## config.mk

```make
export PLATFORM = sky130hd
export DESIGN_NAME = rv_core
export DESIGN_NICKNAME = d
export VERILOG_FILES = /design/src/hw/rv_isa_pkg.sv /design/src/hw/rv_core_pkg.sv /design/src/hw/rv_alu.sv /design/src/hw/rv_decoder.sv /design/src/hw/rv_core.sv
export SDC_FILE = /design/constraint.sdc
export NUM_CORES = 2
export LEC_CHECK = 0
export ABC_AREA = 0
export ABC_CLOCK_PERIOD_IN_PS = 7400
export BUFFER_PORTS_ARGS = -buffer_cell sky130_fd_sc_hd__buf_2
export CAP_MARGIN = 10
export CORE_ASPECT_RATIO = 1.5
export CORE_MARGIN = 3
export CORE_UTILIZATION = 30
export DETAILED_ROUTE_END_ITERATION = 12
export PLACE_DENSITY_LB_ADDON = 0.1
export SYNTH_ARGS = -nofsm -noshare
export SYNTH_HDL_FRONTEND = slang
export SYNTH_SLANG_ARGS = --single-unit
```

## constraint.sdc

```tcl
create_clock -name clock -period 7.4 [get_ports clock]
set_input_delay 0 -clock clock [delete_from_list [all_inputs] [get_ports clock]]
set_output_delay 0 -clock clock [all_outputs]
set_load 0.005 [all_outputs]
```

## src/hw/rv_isa_pkg.sv

```systemverilog
package rv_isa_pkg;

    typedef enum logic [6:0] {
        OP_LOAD   = 7'b0000011,
        OP_OP_IMM = 7'b0010011,
        OP_AUIPC  = 7'b0010111,
        OP_STORE  = 7'b0100011,
        OP_OP     = 7'b0110011,
        OP_LUI    = 7'b0110111,
        OP_BRANCH = 7'b1100011,
        OP_JALR   = 7'b1100111,
        OP_JAL    = 7'b1101111
    } opcode_e;

    typedef enum logic [2:0] {
        BEQ  = 3'd0,
        BNE  = 3'd1,
        BLT  = 3'd4,
        BGE  = 3'd5,
        BLTU = 3'd6,
        BGEU = 3'd7
    } branch_f3_e;

    typedef enum logic [2:0] {
        F3_ADD  = 3'd0, // ADD or SUB
        F3_SLL  = 3'd1,
        F3_SLT  = 3'd2,
        F3_SLTU = 3'd3,
        F3_XOR  = 3'd4,
        F3_SR   = 3'd5, // SRL or SRA
        F3_OR   = 3'd6,
        F3_AND  = 3'd7
    } alu_f3_e;

    // bit 2 marks the unsigned loads
    typedef enum logic [2:0] {
        MEM_B  = 3'd0,
        MEM_H  = 3'd1,
        MEM_W  = 3'd2,
        MEM_BU = 3'd4,
        MEM_HU = 3'd5
    } mem_f3_e;

    typedef enum logic [6:0] {
        F7_BASE = 7'h00,
        F7_ALT  = 7'h20
    } funct7_e;

endpackage

```

## src/hw/rv_core_pkg.sv

```systemverilog
package rv_core_pkg;

    localparam int XLEN = 32;

    typedef enum logic [3:0] {
        ALU_ADD,
        ALU_SUB,
        ALU_SLT,
        ALU_SLTU,
        ALU_AND,
        ALU_OR,
        ALU_XOR,
        ALU_SLL,
        ALU_SRL,
        ALU_SRA,
        ALU_PASS_B // lui
    } alu_op_e;

    typedef enum logic [1:0] {
        WB_NONE,
        WB_ALU,
        WB_PC4,
        WB_MEM
    } wb_src_e;

endpackage

```

## src/hw/rv_alu.sv

```systemverilog
module rv_alu (
    input  rv_core_pkg::alu_op_e op,
    input  logic [rv_core_pkg::XLEN-1:0] a,
    input  logic [rv_core_pkg::XLEN-1:0] b,
    output logic [rv_core_pkg::XLEN-1:0] result
);

    logic [4:0] shamt;

    assign shamt = b[4:0];

    always_comb begin
        case (op)
            rv_core_pkg::ALU_ADD:    result = a + b;
            rv_core_pkg::ALU_SUB:    result = a - b;
            rv_core_pkg::ALU_SLT:    result = {31'd0, $signed(a) < $signed(b)};
            rv_core_pkg::ALU_SLTU:   result = {31'd0, a < b};
            rv_core_pkg::ALU_AND:    result = a & b;
            rv_core_pkg::ALU_OR:     result = a | b;
            rv_core_pkg::ALU_XOR:    result = a ^ b;
            rv_core_pkg::ALU_SLL:    result = a << shamt;
            rv_core_pkg::ALU_SRL:    result = a >> shamt;
            rv_core_pkg::ALU_SRA:    result = $signed(a) >>> shamt;
            rv_core_pkg::ALU_PASS_B: result = b;
            default:                 result = a + b;
        endcase
    end

endmodule

```

## src/hw/rv_decoder.sv

```systemverilog
module rv_decoder (
    input  logic [31:0] instruction,
    output rv_isa_pkg::opcode_e opcode,
    output logic [4:0] rd,
    output logic [4:0] rs1,
    output logic [4:0] rs2,
    output logic [2:0] funct3,
    output logic [31:0] immediate,
    output rv_core_pkg::alu_op_e alu_op,
    output logic alu_use_immediate,
    output logic alu_use_pc,
    output logic is_branch,
    output logic is_jal,
    output logic is_jalr,
    output logic is_load,
    output logic is_store,
    output rv_core_pkg::wb_src_e wb_src
);

    logic [31:0] i_imm, s_imm, b_imm, u_imm, j_imm;
    logic alt;

    function automatic rv_core_pkg::alu_op_e alu_select(input logic [2:0] f3, input logic sub_ok,
                                                        input logic alt_form);
        rv_core_pkg::alu_op_e op;
        case (rv_isa_pkg::alu_f3_e'(f3))
            rv_isa_pkg::F3_ADD:  op = (alt_form && sub_ok) ? rv_core_pkg::ALU_SUB : rv_core_pkg::ALU_ADD;
            rv_isa_pkg::F3_SLL:  op = rv_core_pkg::ALU_SLL;
            rv_isa_pkg::F3_SLT:  op = rv_core_pkg::ALU_SLT;
            rv_isa_pkg::F3_SLTU: op = rv_core_pkg::ALU_SLTU;
            rv_isa_pkg::F3_XOR:  op = rv_core_pkg::ALU_XOR;
            rv_isa_pkg::F3_SR:   op = alt_form ? rv_core_pkg::ALU_SRA : rv_core_pkg::ALU_SRL;
            rv_isa_pkg::F3_OR:   op = rv_core_pkg::ALU_OR;
            default:             op = rv_core_pkg::ALU_AND;
        endcase
        return op;
    endfunction

    assign opcode = rv_isa_pkg::opcode_e'(instruction[6:0]);
    assign rd     = instruction[11:7];
    assign funct3 = instruction[14:12];
    assign rs1    = instruction[19:15];
    assign rs2    = instruction[24:20];
    assign alt    = rv_isa_pkg::funct7_e'(instruction[31:25]) == rv_isa_pkg::F7_ALT;

    assign i_imm = {{20{instruction[31]}}, instruction[31:20]};
    assign s_imm = {{20{instruction[31]}}, instruction[31:25], instruction[11:7]};
    assign b_imm = {{20{instruction[31]}}, instruction[7], instruction[30:25],
                    instruction[11:8], 1'b0};
    assign u_imm = {instruction[31:12], 12'h000};
    assign j_imm = {{12{instruction[31]}}, instruction[19:12], instruction[20],
                    instruction[30:21], 1'b0};

    always_comb begin
        immediate         = i_imm;
        alu_op            = rv_core_pkg::ALU_ADD;
        alu_use_immediate = 1'b1;
        alu_use_pc        = 1'b0;
        is_branch         = 1'b0;
        is_jal            = 1'b0;
        is_jalr           = 1'b0;
        is_load           = 1'b0;
        is_store          = 1'b0;
        wb_src            = rv_core_pkg::WB_NONE; // unknown opcodes fall through here
        case (opcode)
            rv_isa_pkg::OP_OP: begin
                alu_op            = alu_select(funct3, 1'b1, alt);
                alu_use_immediate = 1'b0;
                wb_src            = rv_core_pkg::WB_ALU;
            end
            rv_isa_pkg::OP_OP_IMM: begin
                alu_op = alu_select(funct3, 1'b0, alt); // no SUBI
                wb_src = rv_core_pkg::WB_ALU;
            end
            rv_isa_pkg::OP_LUI: begin
                immediate = u_imm;
                alu_op    = rv_core_pkg::ALU_PASS_B;
                wb_src    = rv_core_pkg::WB_ALU;
            end
            rv_isa_pkg::OP_AUIPC: begin
                immediate  = u_imm;
                alu_use_pc = 1'b1;
                wb_src     = rv_core_pkg::WB_ALU;
            end
            rv_isa_pkg::OP_LOAD: begin
                is_load = 1'b1;
                wb_src  = rv_core_pkg::WB_MEM;
            end
            rv_isa_pkg::OP_STORE: begin
                immediate = s_imm;
                is_store  = 1'b1;
            end
            rv_isa_pkg::OP_BRANCH: begin
                immediate = b_imm;
                is_branch = 1'b1;
            end
            rv_isa_pkg::OP_JAL: begin
                immediate = j_imm;
                is_jal    = 1'b1;
                wb_src    = rv_core_pkg::WB_PC4;
            end
            rv_isa_pkg::OP_JALR: begin
                is_jalr = 1'b1; // target from rs1 + imm in the ALU
                wb_src  = rv_core_pkg::WB_PC4;
            end
            default: ;
        endcase
    end

endmodule

```

## src/hw/rv_core.sv

```systemverilog
module rv_core (
    input  logic clock,
    input  logic reset,
    output logic [31:0] program_address,
    input  logic [31:0] instruction,
    output logic [31:0] data_address,
    output logic [2:0] data_func3,
    output logic data_write,
    output logic [31:0] data_write_data,
    input  logic [31:0] data_read_data
);

    logic [rv_core_pkg::XLEN-1:0] pc, next_pc, pc_plus4;
    logic [rv_core_pkg::XLEN-1:0] regs [32];
    logic post_reset;   // one cycle while the first word is fetched
    logic load_pending; // bubble cycle of a load

    logic [4:0] rd, rs1, rs2;
    logic [2:0] funct3;
    logic [31:0] immediate;
    rv_core_pkg::alu_op_e alu_op;
    rv_core_pkg::wb_src_e wb_src;
    logic alu_use_immediate, alu_use_pc;
    logic is_branch, is_jal, is_jalr, is_load, is_store;

    logic [rv_core_pkg::XLEN-1:0] rs1_value, rs2_value, alu_a, alu_b, alu_result, wb_data;
    logic branch_taken, wb_enable;

    rv_decoder rv_decoder_i (
        .instruction       (instruction),
        .opcode            (),
        .rd                (rd),
        .rs1               (rs1),
        .rs2               (rs2),
        .funct3            (funct3),
        .immediate         (immediate),
        .alu_op            (alu_op),
        .alu_use_immediate (alu_use_immediate),
        .alu_use_pc        (alu_use_pc),
        .is_branch         (is_branch),
        .is_jal            (is_jal),
        .is_jalr           (is_jalr),
        .is_load           (is_load),
        .is_store          (is_store),
        .wb_src            (wb_src)
    );

    assign rs1_value = (rs1 == 5'd0) ? '0 : regs[rs1];
    assign rs2_value = (rs2 == 5'd0) ? '0 : regs[rs2];
    assign alu_a     = alu_use_pc ? pc : rs1_value;
    assign alu_b     = alu_use_immediate ? immediate : rs2_value;
    assign pc_plus4  = pc + 32'd4;

    rv_alu rv_alu_i (
        .op     (alu_op),
        .a      (alu_a),
        .b      (alu_b),
        .result (alu_result)
    );

    always_comb begin
        case (rv_isa_pkg::branch_f3_e'(funct3))
            rv_isa_pkg::BEQ:  branch_taken = rs1_value == rs2_value;
            rv_isa_pkg::BNE:  branch_taken = rs1_value != rs2_value;
            rv_isa_pkg::BLT:  branch_taken = $signed(rs1_value) < $signed(rs2_value);
            rv_isa_pkg::BGE:  branch_taken = $signed(rs1_value) >= $signed(rs2_value);
            rv_isa_pkg::BLTU: branch_taken = rs1_value < rs2_value;
            rv_isa_pkg::BGEU: branch_taken = rs1_value >= rs2_value;
            default:          branch_taken = 1'b0;
        endcase
    end

    always_comb begin
        if (post_reset) begin
            next_pc = '0;
        end else if (load_pending) begin
            next_pc = pc_plus4;
        end else if (is_load && rd != 5'd0) begin
            next_pc = pc; // hold for the bubble
        end else if (is_jal || (is_branch && branch_taken)) begin
            next_pc = pc + immediate;
        end else if (is_jalr) begin
            next_pc = {alu_result[31:1], 1'b0};
        end else begin
            next_pc = pc_plus4;
        end
    end

    assign program_address = next_pc;

    assign data_address    = alu_result; // rs1 + imm
    assign data_func3      = funct3;
    assign data_write      = is_store && !post_reset;
    assign data_write_data = rs2_value;

    always_comb begin
        case (wb_src)
            rv_core_pkg::WB_ALU: wb_data = alu_result;
            rv_core_pkg::WB_PC4: wb_data = pc_plus4;
            rv_core_pkg::WB_MEM: wb_data = data_read_data;
            default:             wb_data = '0;
        endcase
    end

    assign wb_enable = !post_reset && rd != 5'd0 &&
                       (wb_src == rv_core_pkg::WB_ALU || wb_src == rv_core_pkg::WB_PC4 ||
                        (wb_src == rv_core_pkg::WB_MEM && load_pending));

    always_ff @(posedge clock) begin
        if (wb_enable) begin
            regs[rd] <= wb_data;
        end
    end

    always_ff @(posedge clock or posedge reset) begin
        if (reset) begin
            pc           <= '0;
            post_reset   <= 1'b1;
            load_pending <= 1'b0;
        end else begin
            pc           <= next_pc;
            post_reset   <= 1'b0;
            load_pending <= !post_reset && !load_pending && is_load && rd != 5'd0;
        end
    end

endmodule

```

; Word-level counts from Yosys, hierarchy flattened
; Memories as Yosys holds them, arrays and structs flattened.
; Index checks and enable logic that the tools add are counted.
; W data, S select, Z words.
[op_classes]
n_eq_ne = 32
muxes = 27
n_bitwise = 3
order_cmp = 6
n_reduce_logical = 21
shift = 3
n_addsub = 4
[op_table]
columns = cell, count
row1 = $pmux W32 S10, 1
row2 = $mux W32, 9
row3 = $lt A32 B32 Y1, 4
row4 = $pmux W31 S4, 1
row5 = $pmux W32 S3, 1
row6 = $add A32 B32 Y32, 2
row7 = $ge A32 B32 Y1, 2
row8 = $pmux W4 S7, 2
row9 = $add A32 B3 Y32 const B, 1
row10 = $and A32 B32 Y32, 1
row11 = $eq A32 B32 Y1, 1
row12 = $ne A32 B32 Y1, 1
row13 = $or A32 B32 Y32, 1
row14 = $shl A32 B5 Y32, 1
row15 = $shr A32 B5 Y32, 1
row16 = $sshr A32 B5 Y32, 1
row17 = $sub A32 B32 Y32, 1
row18 = $xor A32 B32 Y32, 1
row19 = $eq A7 B6 Y1 const B, 4
row20 = $eq A7 B7 Y1 const B, 3
row21 = $eq A4 B3 Y1 const B, 4
row22 = $eq A7 B5 Y1 const B, 2
row23 = $eq A3 B3 Y1 const B, 4
row24 = $eq A4 B4 Y1 const B, 3
row25 = other kinds (19), 44
[word_totals]
ff_bits = 34
n_memories = 1
output_inout_bits = 100
input_bits = 66
ram_bits = 1024
[mem_list]
columns = memory, words, word_bits, read_ports, rd_clocked_by_memory_dff, write_ports, line
row1 = regs, 32, 32, 2, 0, 1, rv_core.sv:14  ; logic [rv_core_pkg::XLEN-1:0] regs [32];

; Depth between registers and ports, before layout
[depth]
depth_word = 11
ltp_mapped = 35

; By module
; From an unflattened synthesis, not the netlist that was laid out.
[hier_totals]
cells_unflattened = 4280
hier_area_um2 = 63410.8
[modules_own_cells]
columns = mod, instances, cells_each, seq_area_each_um2, area_per_inst_um2
row1 = rv_core, 1, 2923, 31601.6, 53739.0
row2 = rv_alu, 1, 1247, 0.0, 8874.8
row3 = rv_decoder, 1, 110, 0.0, 797.0

; Least setup slack after synthesis
; Ideal clock, no wire load.
[synth_path]
path_kind = in2reg
start = input port instruction[20]
end = memory regs[0][31] (netlist bit), data pin
path_stages = 31
t_arrival_ps = 7244
path_slack_ps = -224
path_cell_list = buf_6 buf_12 buf_6 buf_6 buf_6 buf_6 buf_4 buf_4 buf_2 buf_2 mux4_2 mux4_2 o211ai_1 nor2_1 a21o_1 ha_1 clkbuf_1 a21o_1 a21o_1 a2111oi_0 o211ai_1 a311o_1 a311o_1 a21o_1 a21oi_1 inv_1 a311oi_1 nor3_1 nor2_1 nand3_1 o22ai_1
[synth_between]
elab_chain_cells = 6
word_cells_on_any_way = 15
[synth_lines]
columns = element, line
row1 = start: declaration, rv_core.sv:5  ; input logic [31:0] instruction,
row2 = $mem_v2 Z32 W32 / $logic_not A5 Y1 (equally long branches), n/a
row3 = $mux W32, rv_core.sv:49  ; assign rs2_value = (rs2 == 5'd0) ? '0 : regs[rs2];
row4 = $mux W32 (*), rv_core.sv:51  ; assign alu_b = alu_use_immediate ? immediate : rs2_value;
row5 = $add A32 B32 Y32 (tied with other cells), "rv_alu.sv:14, rv_alu.sv:25"
row6 = $pmux W32 S10 (*), rv_alu.sv:13  ; case (op)
row7 = $pmux W32 S3 (*), rv_core.sv:97  ; case (wb_src)
row8 = named net wb_data (one bit), rv_core.sv:26  ; logic [rv_core_pkg::XLEN-1:0] rs1_value, rs2_value, alu_a, alu_b, alu_result, wb_data;
row9 = end: declaration, rv_core.sv:14
; Mark *: on every way through the listed nets, which the timed path passes. The rest lies on a longest branch.

==> results.cfg <==
[placed_design]
place_congestion = 1.02
hpwl_mm = 271
port_buffers = 165

[job]
cap_violations = 0

[cells_and_area]
syn_to_final_growth_pct = 19.8
layout.nets = 5948
final_common_cell = edfxtp_1
fill_cells = 20900
most-common-layout-cells = edfxtp_1, buf_4, mux2i_1
drive_above_1_share_pct = 26.7

[routing]
wl_per_cell_um = 42.2
dr_total_vias = 52100
drc = 0
drtPass1Iterations = 6
ant_nets = 0
routed_via_density = 6.02
drtIter0Drc = 4765
drt_wl_total_mm = 365

[clock_tree]
clkSinkCount = 1058
cts_buffers = 108
clkTransAtPathRegs_ps = 70
ctsHtreeMaxLevel = 3
root_buffer = clkbuf_16
cts_tree = yes
clockBufferDepth = 3
insertion_delay_ps = 770

[critical_path]
path_class = reg -> out
cp.required_ps = 7400
crit_family = compound AO/OA/AOI/OAI gates
cp_common_cell = buf_4
startpoint_type = register
cp_max_fo = 5
arrival_ps = 7260
slowest_delay_ps = 490
path_buf_inv = 7
crit_slowest_cell = mux4_2
cp-end-kind = output port

[floorplanning]
pin_count = 166
die_h_um = 573
fp-row-count = 207
die_area_um2 = 220000
coreArea_um2 = 213000
start_util_pct = 30.2
die_x_um = 384

[global_routing]
grt_pass1_vias = 53300
grt_overflow = 0
grt_use_total_pct = 32.5
antenna_found_initial = 36
grt_pass1_wl_mm = 483
grt_start_max_net_pins = 63

[yosys]
ys_ff_latch = 1058
netlist_instances = 5122
synth.avg_cell_area_um2 = 12.5
synthArstFlopShare_pct = 3.21
synth_top_family_by_area = multiplexers
ys_seq_area_share_pct = 49.2
synthAdderAreaFrac_pct = 3.31
yosys-top-cells-area = edfxtp_1, mux4_2, mux2i_1, ha_1, nand2_1
syn-cell-area_um2 = 64300
synth_cell_types = 125
synthFlopType = edfxtp_1
yosysTopAreaCell = edfxtp_1
synthSimpleGateAreaFrac_pct = 8.71
synth_compound_gate_area_share_pct = 13.1
synth_edf_count = 1024
synth_xor_area_share_pct = 0.968
ys_warn_count = 0
synth.area.mux_share_pct = 20.3
netlist.area_leader.share_pct = 47.8

[timing]
finalCritPeriodShare_pct = 98.2
max_freq_ghz = 0.138
holdWs_ps = 77.8
hold_viol_final = 0
worst_slew_pin_slew_ps = 1240
skew_ps = 57.9
period_needed_ps = 7260
drv_slew = 0
finalSetupViolCount = 0
max_slew_margin_pct = 17.2

[min_path]
min_path_type = in -> reg

[pwr]
p_sw_share_pct = 30.6
powerDensity_nw_per_um2 = 201
p_seq_share_pct = 42.1
intPower_mw = 10.8
p_total_mw = 15.5
switching_power_mw = 4.74
clkPwrFrac_pct = 36.4
p_comb_share_pct = 21.5
leakage_nw = 30.3
ir_drop_mv = 0.232

[outcome]
status = complete, no violations
worst paths after layout:
check | from | end | slack [ps] | cells after the start
min in group asynchronous | reset | pc[12]$_DFF_PP0_ | 320 | 4
max in group asynchronous | reset | post_reset$_DFF_PP1_ | 6180 | 5
min reg2reg | pc[1]$_DFF_PP0_ | pc[1]$_DFF_PP0_ | 750 | 2
min | data_read_data[20] | regs[21][20]$_DFFE_PP_ | 80 | 5
max reg2reg | regs[10][0]$_DFFE_PP_ | regs[7][26]$_DFFE_PP_ | 500 | 24
max | regs[10][0]$_DFFE_PP_ | program_address[29] | 140 | 26
kinds of logic after synthesis:
family          Yosys count
compound gates         1219
simple gates           1185
flops                  1058
mux                     860
buf+inv                 560
fa+ha+maj               168
xor+xnor                 71
other cells               1
registers in the layout, summed over array words and instances (netlist names):
signal	flops
post_reset	1
pc	32
regs	1024
load_pending	1
worst reg2reg max path, delay by kind of cell (launching register included):
kind / cells / cell delay, ps
flops: 1 / 410
fa+ha+maj: 2 / 460
buf+inv: 5 / 950
compound gates: 8 / 2430
simple gates: 5 / 920
mux: 4 / 1480
stage by stage:
| stage | instances | instance area, um^2 | TNS [ps] | util, % | setup WS [ps] |
|---|---|---|---|---|---|
| 2_1_floorplan | 5154 | 64400 | 0 | - | 27.9 |
| 3_3_place_gp | 8407 | 73200 | -3340 | 34.4 | -106 |
| 3_5_place_dp | 8408 | 73200 | -970 | 34.4 | -32.0 |
| 4_1_cts | 8619 | 76900 | 0 | 36.1 | 0.0142 |
| 5_1_grt | 8625 | 77000 | -2.58 | 36.2 | -2.58 |
| 6_report | 8646 | 77000 | 0 | 36.2 | 136 |
power groups by stage:
stage               Sequential [mW]  Clock, mW  Combinational [mW]
floorplan                      6.63          0                1.57
global placement               6.64          0                3.25
detailed placement             6.64          0                3.23
CTS                            6.52       5.74                3.25
global route                   6.52       5.97                3.45
finish                         6.52       5.64                3.34
layout make-up:
class                      instances  area [um^2]  area share, %
multi-input combinational       3536        30600           39.7
clock buffer                     123         2760           3.58
antenna                           25         62.6         0.0812
sequential                      1058        31600           41.0
timing repair buffer             830         7010           9.11
clock inverter                    73          762          0.990
inverter                         180          691          0.897
tap                             2821         3530           4.58
Yosys cell counts (16+ instances only):
cell         n
a211oi_1    41
o22ai_1     57
o21bai_1    18
nand2_1    393
nand4_1     16
xor2_1      24
inv_1      171
o221ai_1    34
and3_1      41
nor4_1      23
o211ai_1    36
mux2i_1    470
buf_2       84
ha_1       165
and2_1      36
clkbuf_1   180
nor3_1      66
nand3_1     99
o21ai_1     23
a22o_1      18
nor2_1     340
buf_1       23
o21ai_0    156
buf_4       39
or3_1       25
nand2b_1    23
o21a_1      26
o31ai_1     19
mux2_2      34
a21o_1      60
a22oi_1    191
xnor2_1     47
a221oi_1    47
buf_6       44
dfrtp_1     33
a31oi_1     42
mux4_2     352
a21oi_1    273
a222oi_1    20
nor2b_1     31
edfxtp_1  1024
metal layers:
metal  global-route usage (%)  up-vias  part of all wire [%]
met3                     5.96     1010                   5.5
met5                        0        -                 0.038
met2                     57.2     2442                    51
met1                     33.2    27100                    33
li1                         -    21400                     -
met4                     27.6       20                    10
repair_timing:
action,in CTS,in global routing
setup endpoints to repair,43,7
hold buffers,15,0
hold endpoints to repair,309,0
gates resized for setup,4,10
gates cloned,0,0
buffers inserted,0,0
pin swaps,0,1
No activity file was read; power rests on OpenSTA's default activity.
